<file path="src/design/i2c_pkg.sv">
package i2c_pkg;

    // scl runs at CLK / (4 * SCL_QUARTER)
    localparam int SCL_QUARTER = 4;
    localparam int SCL_QW = $clog2(SCL_QUARTER);
    localparam logic [SCL_QW-1:0] SCL_QLAST = SCL_QW'(SCL_QUARTER - 1);

    localparam logic [3:0] ACK_BIT = 4'd8; // ninth clock of a byte

    typedef enum logic [2:0] {
        OP_START,
        OP_RESTART,
        OP_WRITE,
        OP_READ,
        OP_STOP
    } byte_op_e;

    typedef struct packed {
        byte_op_e   opcode;
        logic [7:0] data;       // shifted out on OP_WRITE
        logic       master_ack; // OP_READ only, 1 = ack
    } byte_op_t;

    typedef struct packed {
        logic [7:0] data;
        logic       slave_ack; // valid after OP_WRITE
    } byte_rsp_t;

    typedef enum logic [1:0] {
        ENG_IDLE,
        ENG_START, // start and repeated start
        ENG_XFER,  // nine bit periods
        ENG_STOP
    } eng_state_e;

endpackage

</file>
<file path="src/design/eeprom_pkg.sv">
package eeprom_pkg;

    localparam int EE_ADDR_W = 11;
    localparam logic [3:0] DEVICE_CODE = 4'b1010;

    // register window
    localparam logic [3:0] REG_ADDR   = 4'h0;
    localparam logic [3:0] REG_WDATA  = 4'h4;
    localparam logic [3:0] REG_CTRL   = 4'h8;
    localparam logic [3:0] REG_STATUS = 4'hC;

    localparam int CTRL_WR_BIT = 0;
    localparam int CTRL_RD_BIT = 1;

    localparam logic [1:0] RESP_OKAY   = 2'b00;
    localparam logic [1:0] RESP_SLVERR = 2'b10;

    typedef enum logic {
        XFER_WRITE,
        XFER_READ
    } xfer_op_e;

    typedef struct packed {
        xfer_op_e             op;
        logic [EE_ADDR_W-1:0] addr;
        logic [7:0]           wdata;
    } eeprom_cmd_t;

    typedef struct packed {
        logic [7:0] rdata;
        logic       nack_error;
    } eeprom_rsp_t;

    typedef enum logic [3:0] {
        SEQ_IDLE,
        SEQ_START,
        SEQ_CTRL_WR,
        SEQ_ADDR,
        SEQ_DATA,
        SEQ_RESTART,
        SEQ_CTRL_RD,
        SEQ_READ,
        SEQ_STOP
    } seq_state_e;

endpackage

</file>
<file path="src/design/eeprom_axil_regs.sv">
`timescale 1ns/1ps

module eeprom_axil_regs (
    input  logic                    CLK,
    input  logic                    RESET,
    input  logic [3:0]              awaddr,
    input  logic                    awvalid,
    output logic                    awready,
    input  logic [31:0]             wdata,
    input  logic [3:0]              wstrb,
    input  logic                    wvalid,
    output logic                    wready,
    output logic [1:0]              bresp,
    output logic                    bvalid,
    input  logic                    bready,
    input  logic [3:0]              araddr,
    input  logic                    arvalid,
    output logic                    arready,
    output logic [31:0]             rdata,
    output logic [1:0]              rresp,
    output logic                    rvalid,
    input  logic                    rready,
    output logic                    cmd_valid,
    input  logic                    cmd_ready,
    output eeprom_pkg::eeprom_cmd_t cmd,
    input  logic                    rsp_valid,
    input  eeprom_pkg::eeprom_rsp_t rsp
);

    logic [eeprom_pkg::EE_ADDR_W-1:0] addr_reg;
    logic [7:0] wdata_reg;
    logic [7:0] rd_byte;
    logic busy;
    logic nack_err;
    logic wr_go;
    logic rd_go;
    logic ctrl_go;

    // address and data are taken together
    assign awready = !bvalid && wvalid;
    assign wready  = !bvalid && awvalid;
    assign arready = !rvalid;

    assign wr_go = awvalid && wvalid && !bvalid;
    assign rd_go = arvalid && !rvalid;

    assign ctrl_go = wr_go && (awaddr == eeprom_pkg::REG_CTRL) && wstrb[0] && !busy
                     && (wdata[eeprom_pkg::CTRL_WR_BIT] || wdata[eeprom_pkg::CTRL_RD_BIT]);

    always_ff @(posedge CLK)
    begin
        if (RESET)
        begin
            bvalid    <= 1'b0;
            rvalid    <= 1'b0;
            busy      <= 1'b0;
            cmd_valid <= 1'b0;
            nack_err  <= 1'b0;
            rd_byte   <= 8'h00;
        end
        else
        begin
            if (wr_go)
                bvalid <= 1'b1;
            else if (bready)
                bvalid <= 1'b0;

            if (rd_go)
                rvalid <= 1'b1;
            else if (rready)
                rvalid <= 1'b0;

            if (ctrl_go)
            begin
                busy      <= 1'b1;
                cmd_valid <= 1'b1;
            end
            else if (cmd_ready)
                cmd_valid <= 1'b0;

            if (rsp_valid)
            begin
                busy     <= 1'b0;
                nack_err <= rsp.nack_error;
                rd_byte  <= rsp.rdata;
            end
        end
    end

    always_ff @(posedge CLK)
    begin
        if (wr_go)
        begin
            bresp <= eeprom_pkg::RESP_OKAY;
            case (awaddr)
                eeprom_pkg::REG_ADDR:
                begin
                    if (wstrb[0])
                        addr_reg[7:0] <= wdata[7:0];
                    if (wstrb[1])
                        addr_reg[10:8] <= wdata[10:8];
                end
                eeprom_pkg::REG_WDATA:
                begin
                    if (wstrb[0])
                        wdata_reg <= wdata[7:0];
                end
                eeprom_pkg::REG_CTRL, eeprom_pkg::REG_STATUS: ; // status is read only
                default: bresp <= eeprom_pkg::RESP_SLVERR;
            endcase
        end

        if (ctrl_go)
        begin
            // write wins when both bits are set
            cmd.op    <= wdata[eeprom_pkg::CTRL_WR_BIT] ? eeprom_pkg::XFER_WRITE
                                                        : eeprom_pkg::XFER_READ;
            cmd.addr  <= addr_reg;
            cmd.wdata <= wdata_reg;
        end

        if (rd_go)
        begin
            rresp <= eeprom_pkg::RESP_OKAY;
            rdata <= 32'h0;
            case (araddr)
                eeprom_pkg::REG_ADDR:   rdata <= 32'(addr_reg);
                eeprom_pkg::REG_WDATA:  rdata <= 32'(wdata_reg);
                eeprom_pkg::REG_CTRL:   ; // start bits self clear
                eeprom_pkg::REG_STATUS: rdata <= {16'h0, rd_byte, 6'h0, nack_err, busy};
                default:                rresp <= eeprom_pkg::RESP_SLVERR;
            endcase
        end
    end

    // sequencer must already be idle when a new command appears
    assert property (@(posedge CLK) disable iff (RESET) $rose(cmd_valid) |-> cmd_ready)
        else $error("command launched while the sequencer is busy");

endmodule

</file>
<file path="src/design/eeprom_sequencer.sv">
`timescale 1ns/1ps

module eeprom_sequencer (
    input  logic                    CLK,
    input  logic                    RESET,
    input  logic                    cmd_valid,
    output logic                    cmd_ready,
    input  eeprom_pkg::eeprom_cmd_t cmd,
    output logic                    rsp_valid,
    output eeprom_pkg::eeprom_rsp_t rsp,
    output logic                    op_valid,
    input  logic                    op_ready,
    output i2c_pkg::byte_op_t       op,
    input  logic                    op_done,
    input  i2c_pkg::byte_rsp_t      op_rsp
);

    eeprom_pkg::seq_state_e  state;
    eeprom_pkg::eeprom_cmd_t cmd_r;
    eeprom_pkg::eeprom_rsp_t rsp_r;
    logic       pending; // byte op handed to the engine
    logic [7:0] ctrl_byte;
    logic       slave_nack;

    assign cmd_ready = (state == eeprom_pkg::SEQ_IDLE);
    assign op_valid  = (state != eeprom_pkg::SEQ_IDLE) && !pending;
    assign rsp       = rsp_r;

    // r/w bit is high only for the second control byte of a read
    assign ctrl_byte = {eeprom_pkg::DEVICE_CODE, cmd_r.addr[10:8],
                        state == eeprom_pkg::SEQ_CTRL_RD};

    assign slave_nack = (op.opcode == i2c_pkg::OP_WRITE) && !op_rsp.slave_ack;

    always_comb
    begin
        op.opcode     = i2c_pkg::OP_WRITE;
        op.data       = 8'h00;
        op.master_ack = 1'b0; // single byte read ends in nack
        case (state)
            eeprom_pkg::SEQ_START:   op.opcode = i2c_pkg::OP_START;
            eeprom_pkg::SEQ_CTRL_WR: op.data = ctrl_byte;
            eeprom_pkg::SEQ_CTRL_RD: op.data = ctrl_byte;
            eeprom_pkg::SEQ_ADDR:    op.data = cmd_r.addr[7:0];
            eeprom_pkg::SEQ_DATA:    op.data = cmd_r.wdata;
            eeprom_pkg::SEQ_RESTART: op.opcode = i2c_pkg::OP_RESTART;
            eeprom_pkg::SEQ_READ:    op.opcode = i2c_pkg::OP_READ;
            default:                 op.opcode = i2c_pkg::OP_STOP;
        endcase
    end

    always_ff @(posedge CLK)
    begin
        if (RESET)
        begin
            state     <= eeprom_pkg::SEQ_IDLE;
            pending   <= 1'b0;
            rsp_valid <= 1'b0;
        end
        else
        begin
            rsp_valid <= 1'b0;
            if (state == eeprom_pkg::SEQ_IDLE)
            begin
                if (cmd_valid)
                    state <= eeprom_pkg::SEQ_START;
            end
            else if (!pending)
            begin
                if (op_ready)
                    pending <= 1'b1;
            end
            else if (op_done)
            begin
                pending <= 1'b0;
                if (slave_nack)
                    state <= eeprom_pkg::SEQ_STOP; // abort, bus released by stop
                else
                begin
                    case (state)
                        eeprom_pkg::SEQ_START:   state <= eeprom_pkg::SEQ_CTRL_WR;
                        eeprom_pkg::SEQ_CTRL_WR: state <= eeprom_pkg::SEQ_ADDR;
                        eeprom_pkg::SEQ_ADDR:
                        begin
                            if (cmd_r.op == eeprom_pkg::XFER_WRITE)
                                state <= eeprom_pkg::SEQ_DATA;
                            else
                                state <= eeprom_pkg::SEQ_RESTART;
                        end
                        eeprom_pkg::SEQ_DATA:    state <= eeprom_pkg::SEQ_STOP;
                        eeprom_pkg::SEQ_RESTART: state <= eeprom_pkg::SEQ_CTRL_RD;
                        eeprom_pkg::SEQ_CTRL_RD: state <= eeprom_pkg::SEQ_READ;
                        eeprom_pkg::SEQ_READ:    state <= eeprom_pkg::SEQ_STOP;
                        default:
                        begin
                            state     <= eeprom_pkg::SEQ_IDLE;
                            rsp_valid <= 1'b1;
                        end
                    endcase
                end
            end
        end
    end

    always_ff @(posedge CLK)
    begin
        if (cmd_valid && cmd_ready)
        begin
            cmd_r            <= cmd;
            rsp_r.nack_error <= 1'b0;
        end
        if (pending && op_done)
        begin
            if (state == eeprom_pkg::SEQ_READ)
                rsp_r.rdata <= op_rsp.data;
            if (slave_nack)
                rsp_r.nack_error <= 1'b1;
        end
    end

    // engine completions must match an issued byte op
    assert property (@(posedge CLK) disable iff (RESET) op_done |-> pending)
        else $error("byte done without an operation outstanding");

endmodule

</file>
<file path="src/design/i2c_bit_engine.sv">
`timescale 1ns/1ps

module i2c_bit_engine (
    input  logic               CLK,
    input  logic               RESET,
    input  logic               op_valid,
    output logic               op_ready,
    input  i2c_pkg::byte_op_t  op,
    output logic               op_done,
    output i2c_pkg::byte_rsp_t op_rsp,
    output logic               scl,
    output logic               sda_drive_low,
    input  logic               sda_in
);

    i2c_pkg::eng_state_e state, state_n;
    logic [i2c_pkg::SCL_QW-1:0] q_cnt, q_n;
    logic [1:0] phase, phase_n;   // quarters of one scl period
    logic [3:0] bit_cnt, bit_n;
    i2c_pkg::byte_op_t  op_r, op_n;   // data field doubles as shift register
    i2c_pkg::byte_rsp_t rsp_r, rsp_n;
    logic done_n;
    logic scl_n;
    logic sda_n;

    assign op_ready = (state == i2c_pkg::ENG_IDLE);
    assign op_rsp   = rsp_r;

    always_comb
    begin
        state_n = state;
        q_n     = q_cnt;
        phase_n = phase;
        bit_n   = bit_cnt;
        op_n    = op_r;
        rsp_n   = rsp_r;
        done_n  = 1'b0;
        if (state == i2c_pkg::ENG_IDLE)
        begin
            if (op_valid)
            begin
                op_n    = op;
                q_n     = '0;
                phase_n = 2'd0;
                bit_n   = 4'd0;
                case (op.opcode)
                    i2c_pkg::OP_START, i2c_pkg::OP_RESTART: state_n = i2c_pkg::ENG_START;
                    i2c_pkg::OP_STOP:                       state_n = i2c_pkg::ENG_STOP;
                    default:                                state_n = i2c_pkg::ENG_XFER;
                endcase
            end
        end
        else if (q_cnt == i2c_pkg::SCL_QLAST)
        begin
            q_n     = '0;
            phase_n = phase + 2'd1;
            // sample late in scl high
            if (state == i2c_pkg::ENG_XFER && phase == 2'd1)
            begin
                if (bit_cnt == i2c_pkg::ACK_BIT)
                    rsp_n.slave_ack = !sda_in;
                else
                    rsp_n.data = {rsp_r.data[6:0], sda_in};
            end
            if (phase == 2'd3)
            begin
                if (state != i2c_pkg::ENG_XFER || bit_cnt == i2c_pkg::ACK_BIT)
                begin
                    state_n = i2c_pkg::ENG_IDLE;
                    done_n  = 1'b1;
                end
                else
                begin
                    bit_n       = bit_cnt + 4'd1;
                    op_n.data   = {op_r.data[6:0], 1'b0}; // msb first
                end
            end
        end
        else
            q_n = q_cnt + 1'b1;
    end

    // pin levels for the state being entered
    always_comb
    begin
        scl_n = scl;
        sda_n = sda_drive_low;
        case (state_n)
            i2c_pkg::ENG_START:
            begin
                // restart begins with scl low after the previous byte
                if (phase_n == 2'd0)
                    scl_n = (op_n.opcode == i2c_pkg::OP_START);
                else
                    scl_n = (phase_n != 2'd3);
                sda_n = phase_n[1];
            end
            i2c_pkg::ENG_STOP:
            begin
                scl_n = (phase_n != 2'd0);
                sda_n = !phase_n[1];
            end
            i2c_pkg::ENG_XFER:
            begin
                scl_n = phase_n[0] ^ phase_n[1];
                if (bit_n == i2c_pkg::ACK_BIT)
                    sda_n = (op_n.opcode == i2c_pkg::OP_READ) && op_n.master_ack;
                else
                    sda_n = (op_n.opcode == i2c_pkg::OP_WRITE) && !op_n.data[7];
            end
            default: ; // idle holds the bus
        endcase
    end

    always_ff @(posedge CLK)
    begin
        if (RESET)
        begin
            state         <= i2c_pkg::ENG_IDLE;
            q_cnt         <= '0;
            phase         <= 2'd0;
            bit_cnt       <= 4'd0;
            op_done       <= 1'b0;
            scl           <= 1'b1;
            sda_drive_low <= 1'b0;
        end
        else
        begin
            state         <= state_n;
            q_cnt         <= q_n;
            phase         <= phase_n;
            bit_cnt       <= bit_n;
            op_done       <= done_n;
            scl           <= scl_n;
            sda_drive_low <= sda_n;
        end
    end

    always_ff @(posedge CLK)
    begin
        op_r  <= op_n;
        rsp_r <= rsp_n;
    end

    // data only moves under scl low, start and stop excepted
    assert property (@(posedge CLK) disable iff (RESET)
        (scl && $past(scl) && $changed(sda_drive_low))
        |-> (state == i2c_pkg::ENG_START || state == i2c_pkg::ENG_STOP))
        else $error("sda changed while scl high");

endmodule

</file>
<file path="src/design/eeprom_ctrl_top.sv">
`timescale 1ns/1ps

module eeprom_ctrl_top (
    input  logic        CLK,
    input  logic        RESET,
    input  logic [3:0]  awaddr,
    input  logic        awvalid,
    output logic        awready,
    input  logic [31:0] wdata,
    input  logic [3:0]  wstrb,
    input  logic        wvalid,
    output logic        wready,
    output logic [1:0]  bresp,
    output logic        bvalid,
    input  logic        bready,
    input  logic [3:0]  araddr,
    input  logic        arvalid,
    output logic        arready,
    output logic [31:0] rdata,
    output logic [1:0]  rresp,
    output logic        rvalid,
    input  logic        rready,
    output logic        scl,
    output logic        sda_drive_low,
    input  logic        sda_in
);

    logic                    cmd_valid;
    logic                    cmd_ready;
    eeprom_pkg::eeprom_cmd_t cmd;
    logic                    rsp_valid;
    eeprom_pkg::eeprom_rsp_t rsp;
    logic                    op_valid;
    logic                    op_ready;
    i2c_pkg::byte_op_t       op;
    logic                    op_done;
    i2c_pkg::byte_rsp_t      op_rsp;

    eeprom_axil_regs axil_regs_inst (
        .CLK(CLK), .RESET(RESET),
        .awaddr(awaddr), .awvalid(awvalid), .awready(awready),
        .wdata(wdata), .wstrb(wstrb), .wvalid(wvalid), .wready(wready),
        .bresp(bresp), .bvalid(bvalid), .bready(bready),
        .araddr(araddr), .arvalid(arvalid), .arready(arready),
        .rdata(rdata), .rresp(rresp), .rvalid(rvalid), .rready(rready),
        .cmd_valid(cmd_valid), .cmd_ready(cmd_ready), .cmd(cmd),
        .rsp_valid(rsp_valid), .rsp(rsp)
    );

    eeprom_sequencer sequencer_inst (
        .CLK(CLK), .RESET(RESET),
        .cmd_valid(cmd_valid), .cmd_ready(cmd_ready), .cmd(cmd),
        .rsp_valid(rsp_valid), .rsp(rsp),
        .op_valid(op_valid), .op_ready(op_ready), .op(op),
        .op_done(op_done), .op_rsp(op_rsp)
    );

    i2c_bit_engine bit_engine_inst (
        .CLK(CLK), .RESET(RESET),
        .op_valid(op_valid), .op_ready(op_ready), .op(op),
        .op_done(op_done), .op_rsp(op_rsp),
        .scl(scl), .sda_drive_low(sda_drive_low), .sda_in(sda_in)
    );

endmodule

</file>
<file path="config.mk">
export PLATFORM = sky130hd
export DESIGN_NAME = eeprom_ctrl_top
export DESIGN_NICKNAME = d
export VERILOG_FILES = /design/src/design/i2c_pkg.sv /design/src/design/eeprom_pkg.sv /design/src/design/eeprom_axil_regs.sv /design/src/design/eeprom_sequencer.sv /design/src/design/i2c_bit_engine.sv /design/src/design/eeprom_ctrl_top.sv
export SDC_FILE = /design/constraint.sdc
export NUM_CORES = 1
export LEC_CHECK = 0
export BUFFER_PORTS_ARGS = -buffer_cell sky130_fd_sc_hd__buf_2
export CAP_MARGIN = 30
export CORE_ASPECT_RATIO = 1.75
export CORE_MARGIN = 10
export CORE_UTILIZATION = 55
export CTS_BUF_LIST = sky130_fd_sc_hd__clkbuf_8
export CTS_CLUSTER_SIZE = 25
export DETAILED_ROUTE_END_ITERATION = 10
export HOLD_SLACK_MARGIN = 0.02
export PLACE_DENSITY = 0.78
export SYNTH_ARGS = -nofsm -noshare
export SYNTH_HDL_FRONTEND = slang
export SYNTH_SLANG_ARGS = --single-unit
</file>
<file path="constraint.sdc">
create_clock -name CLK -period 3.6 [get_ports CLK]
set_input_delay 0.72 -clock CLK [delete_from_list [all_inputs] [get_ports CLK]]
set_output_delay 0.72 -clock CLK [all_outputs]
set_load 0.02 [all_outputs]
</file>
==> metrics.md <==
| Metric | Value |
|---|---|
| Share of post-route cells with drive strength above 1 | 18.8% |
| CORE AREA | ~9800 um^2 |
| Grt ovf | 0 |
| Crit start category | register |
| # diodes | 0 |
| Top Usage Layer GRT | met2 |
| Worst-path fanout max | 10 |
| FF-to-FF path depth | 8 |
| Fraction of the cycle the final worst path needs | 67.2% |
| Clock latency on the worst-skew pair | approximately 430 ps |
| Biggest regs | axil_regs_inst.cmd: 20 flops, sequencer_inst.cmd_r: 20 flops, axil_regs_inst.rdata: 16 flops |
| CTS resizes | 0 |
| Sequential area share after synthesis | between 60% and 70% |
| Rel. slew slack | between 50% and 60% |
| TNS Setup | 0 ps |
| Die H | around 150 um |
| R2R Path End | bit_engine_inst.sda_drive_low |
| Initial DRC count | 165 |
| Met1 usage | 15.1% |
| Max clock buf depth | 2 |
| Leading cell type in the layout, fill and taps excluded | edfxtp_1 |
| RSZ-0062 raised after global routing | false |
| Hold depth | 0 |
| Crit path kind | reg2reg |
| Dpl hpwl | ~7.8 mm |
| Worst hold path class | reg2reg |
| Remaining antenna violation count | 0 |
| GRT met2 Usage | between 20% and 30% |
| Fmax | 413 MHz |
| Final core occ | 63.5% |
| GP Congestion | around 0.86 |
| Total of max-cap violations | 0 |
| Drt wl/cell | between 15 and 20 um |
| # Post-CTS Setup Buffers | 0 |
| Synthesis-to-layout area growth | 13.2% |
| CTS Buf Count | 17 |
| CTS tree | built |
| Crit. Startpoint | bit_engine_inst.bit_cnt[0] |
| CP endpoint kind | register |
| HP Start | axil_regs_inst.cmd[16] |
| Final Hold Fails | 0 |
| Fin cells | 631 |
| 1st-pass router iterations | 4 |
| Htree depth | 4 |
| Setup crit end | bit_engine_inst.sda_drive_low |
| Top Ports | between 90 and 100 |
| Final wirelength | 10.6 mm |
| Clk slew on worst S/H paths | 70 ps |
| Main synth FF type | edfxtp_1 |
| R2R setup slack | ~1200 ps |
| Initial Util | a little under three fifths |
| Distinct cells, synth | 58 |
| Crit-path slowest cell | nor2_1 |
| Synthesized flop and latch total | 139 |
| Largest net degree at the start of global routing | 33 |
| Synth warn | 0 |
| Hold Buf Count CTS | 0 |
| Setup violators final | 0 |
| Lkg Pwr | 0.00232 uW |
| Post-placement cell count | 599 |
| Minimum clock period after layout | approximately 2400 ps |
| Status | complete, no violations |
| Reg2reg start | bit_engine_inst.bit_cnt[0] |
| Crit-path max cell delay | 520 ps |
| Die width | 95.8 um |
| CP Data Arrival Time | 2770 ps |
| Vias | 3,426 |
| Cell Pwr Density | 503 nW/um^2 |
| Die ar. | ~15,000 um^2 |
| Met3 usage | 5.38% |
| Max IR drop VDD | 0.000376 V |
| Vias in the first global route | 3,685 |
| Initial antenna violation count | 0 |
| Input/output buffers | 53 |
| Residual DRC | 0 |
| Crit-path cells | inv_1 -> ha_1 -> and3b_1 -> nor2_1 -> o21ai_0 -> a31oi_1 -> o2111ai_1 -> a41oi_1 |
| Final setup skew | 12.3 ps |
| Number of nets in the layout | approximately 550 |
| Vias per std cell | around 5.4 |
| Most frequent cells in the layout | 101 x edfxtp_1, 53 x buf_2, 50 x nor2_1, 38 x dfxtp_1, 28 x a21oi_1 |
| Critical Path RT | 3950 ps |
| CTS Root Cell | clkbuf_8 |
| Total GRT Usage | between 15 and 20% |
| Cell area after synthesis | 5530 um^2 |
| Post-Synthesis Cells | 429 |
| Worst slew pin tran | 700 ps |
| Slew Viols, Final | 0 |
| First-pass GRT wire length | between 15 and 20 mm |
| Mean post-synth cell area | between 10 and 15 um^2 |
| CTS sink count | between 100 and 150 |
| Row Count | 48 |
| Share of synthesized registers carrying an async set or reset | 0% |
| Hold WS | 419 ps |
| Number of flops mapped to enable cells by yosys | 101 |
## synth_stat cells (all sizes together), types with 2 or more instances
library cell	count	area share (%)
a21oi	28	2.5
nor4	2	0.23
nand2b	3	0.34
nand2	22	1.6
nor2b	11	1.2
a21o	2	0.27
a22oi	4	0.54
a211oi	3	0.41
o211ai	2	0.27
inv	17	1.2
or3	4	0.45
mux2i	17	3.1
nor3b	3	0.41
and3	6	0.68
a31oi	2	0.23
nand4b	3	0.48
buf	21	2.8
nand3	9	0.81
nor3	9	0.91
mux2	2	0.48
dfxtp	38	14
o21ai	20	1.8
edfxtp	101	55
nand4	2	0.23
ha	7	1.6
o21a	3	0.54
a32oi	2	0.32
clkbuf	10	0.68
a2bb2oi	2	0.32
and2	5	0.61
nor2	50	3.4
or2	2	0.23
## power breakdown
part	switching (uW)	total, uW	internal [uW]
Clock	539	1220	683
Combinational	117	177	60.3
Sequential	15.6	1750	1730
## metal layers
layer / vias up / wire length [um]
met1: 1635 / 3810
met5: - / 0
met4: 0 / 399
met2: 104 / 5890
li1: 1658 / -
met3: 29 / 469
## through the flow
stage	power (uW)	setup slack, ps	instance area, um^2
after global routing	3260	916	6260
after detailed placement	1960	1170	5870
after CTS	3170	1220	6260
after floorplan	1910	351	5590
final	3150	1180	6260
after global placement	1960	1210	5870
## logic make-up after synthesis
kind of cell | synth area share (%)
XOR/XNOR | 0.158
flip-flops | 68.6
multiplexers | 3.55
other | 0.0678
AO/OA/AOI/OAI | 8.85
adder cells (fa/ha/maj) | 1.58
AND/OR/NAND/NOR | 12.5
buffers and inverters | 4.66
## worst max-delay path: cells and delay by family (launching register included)
family / cells / cell delay (ps)
simple gates: 2 / 730
compound gates: 4 / 820
buf+inv: 1 / 80
flops: 1 / 480
fa+ha+maj: 1 / 230
## worst min path at each step
stage | to
after floorplan | sequencer_inst.cmd_r[0]
after CTS | sequencer_inst.cmd_r[5]
after global routing | sequencer_inst.cmd_r[16]
after detailed placement | sequencer_inst.cmd_r[11]
final | sequencer_inst.cmd_r[16]
after global placement | sequencer_inst.cmd_r[9]
## cell type report
| type | count | area, um^2 |
|---|---|---|
| Clock buffer | 18 | 248 |
| Clock inverter | 14 | 141 |
| Fill cell | 763 | 3590 |
| Inverter | 17 | 63.8 |
| Multi-Input combinational cell | 259 | 1550 |
| Sequential cell | 139 | 3790 |
| Tap cell | 125 | 156 |
| Timing Repair Buffer | 59 | 310 |
No activity file was read; power rests on OpenSTA's default activity.
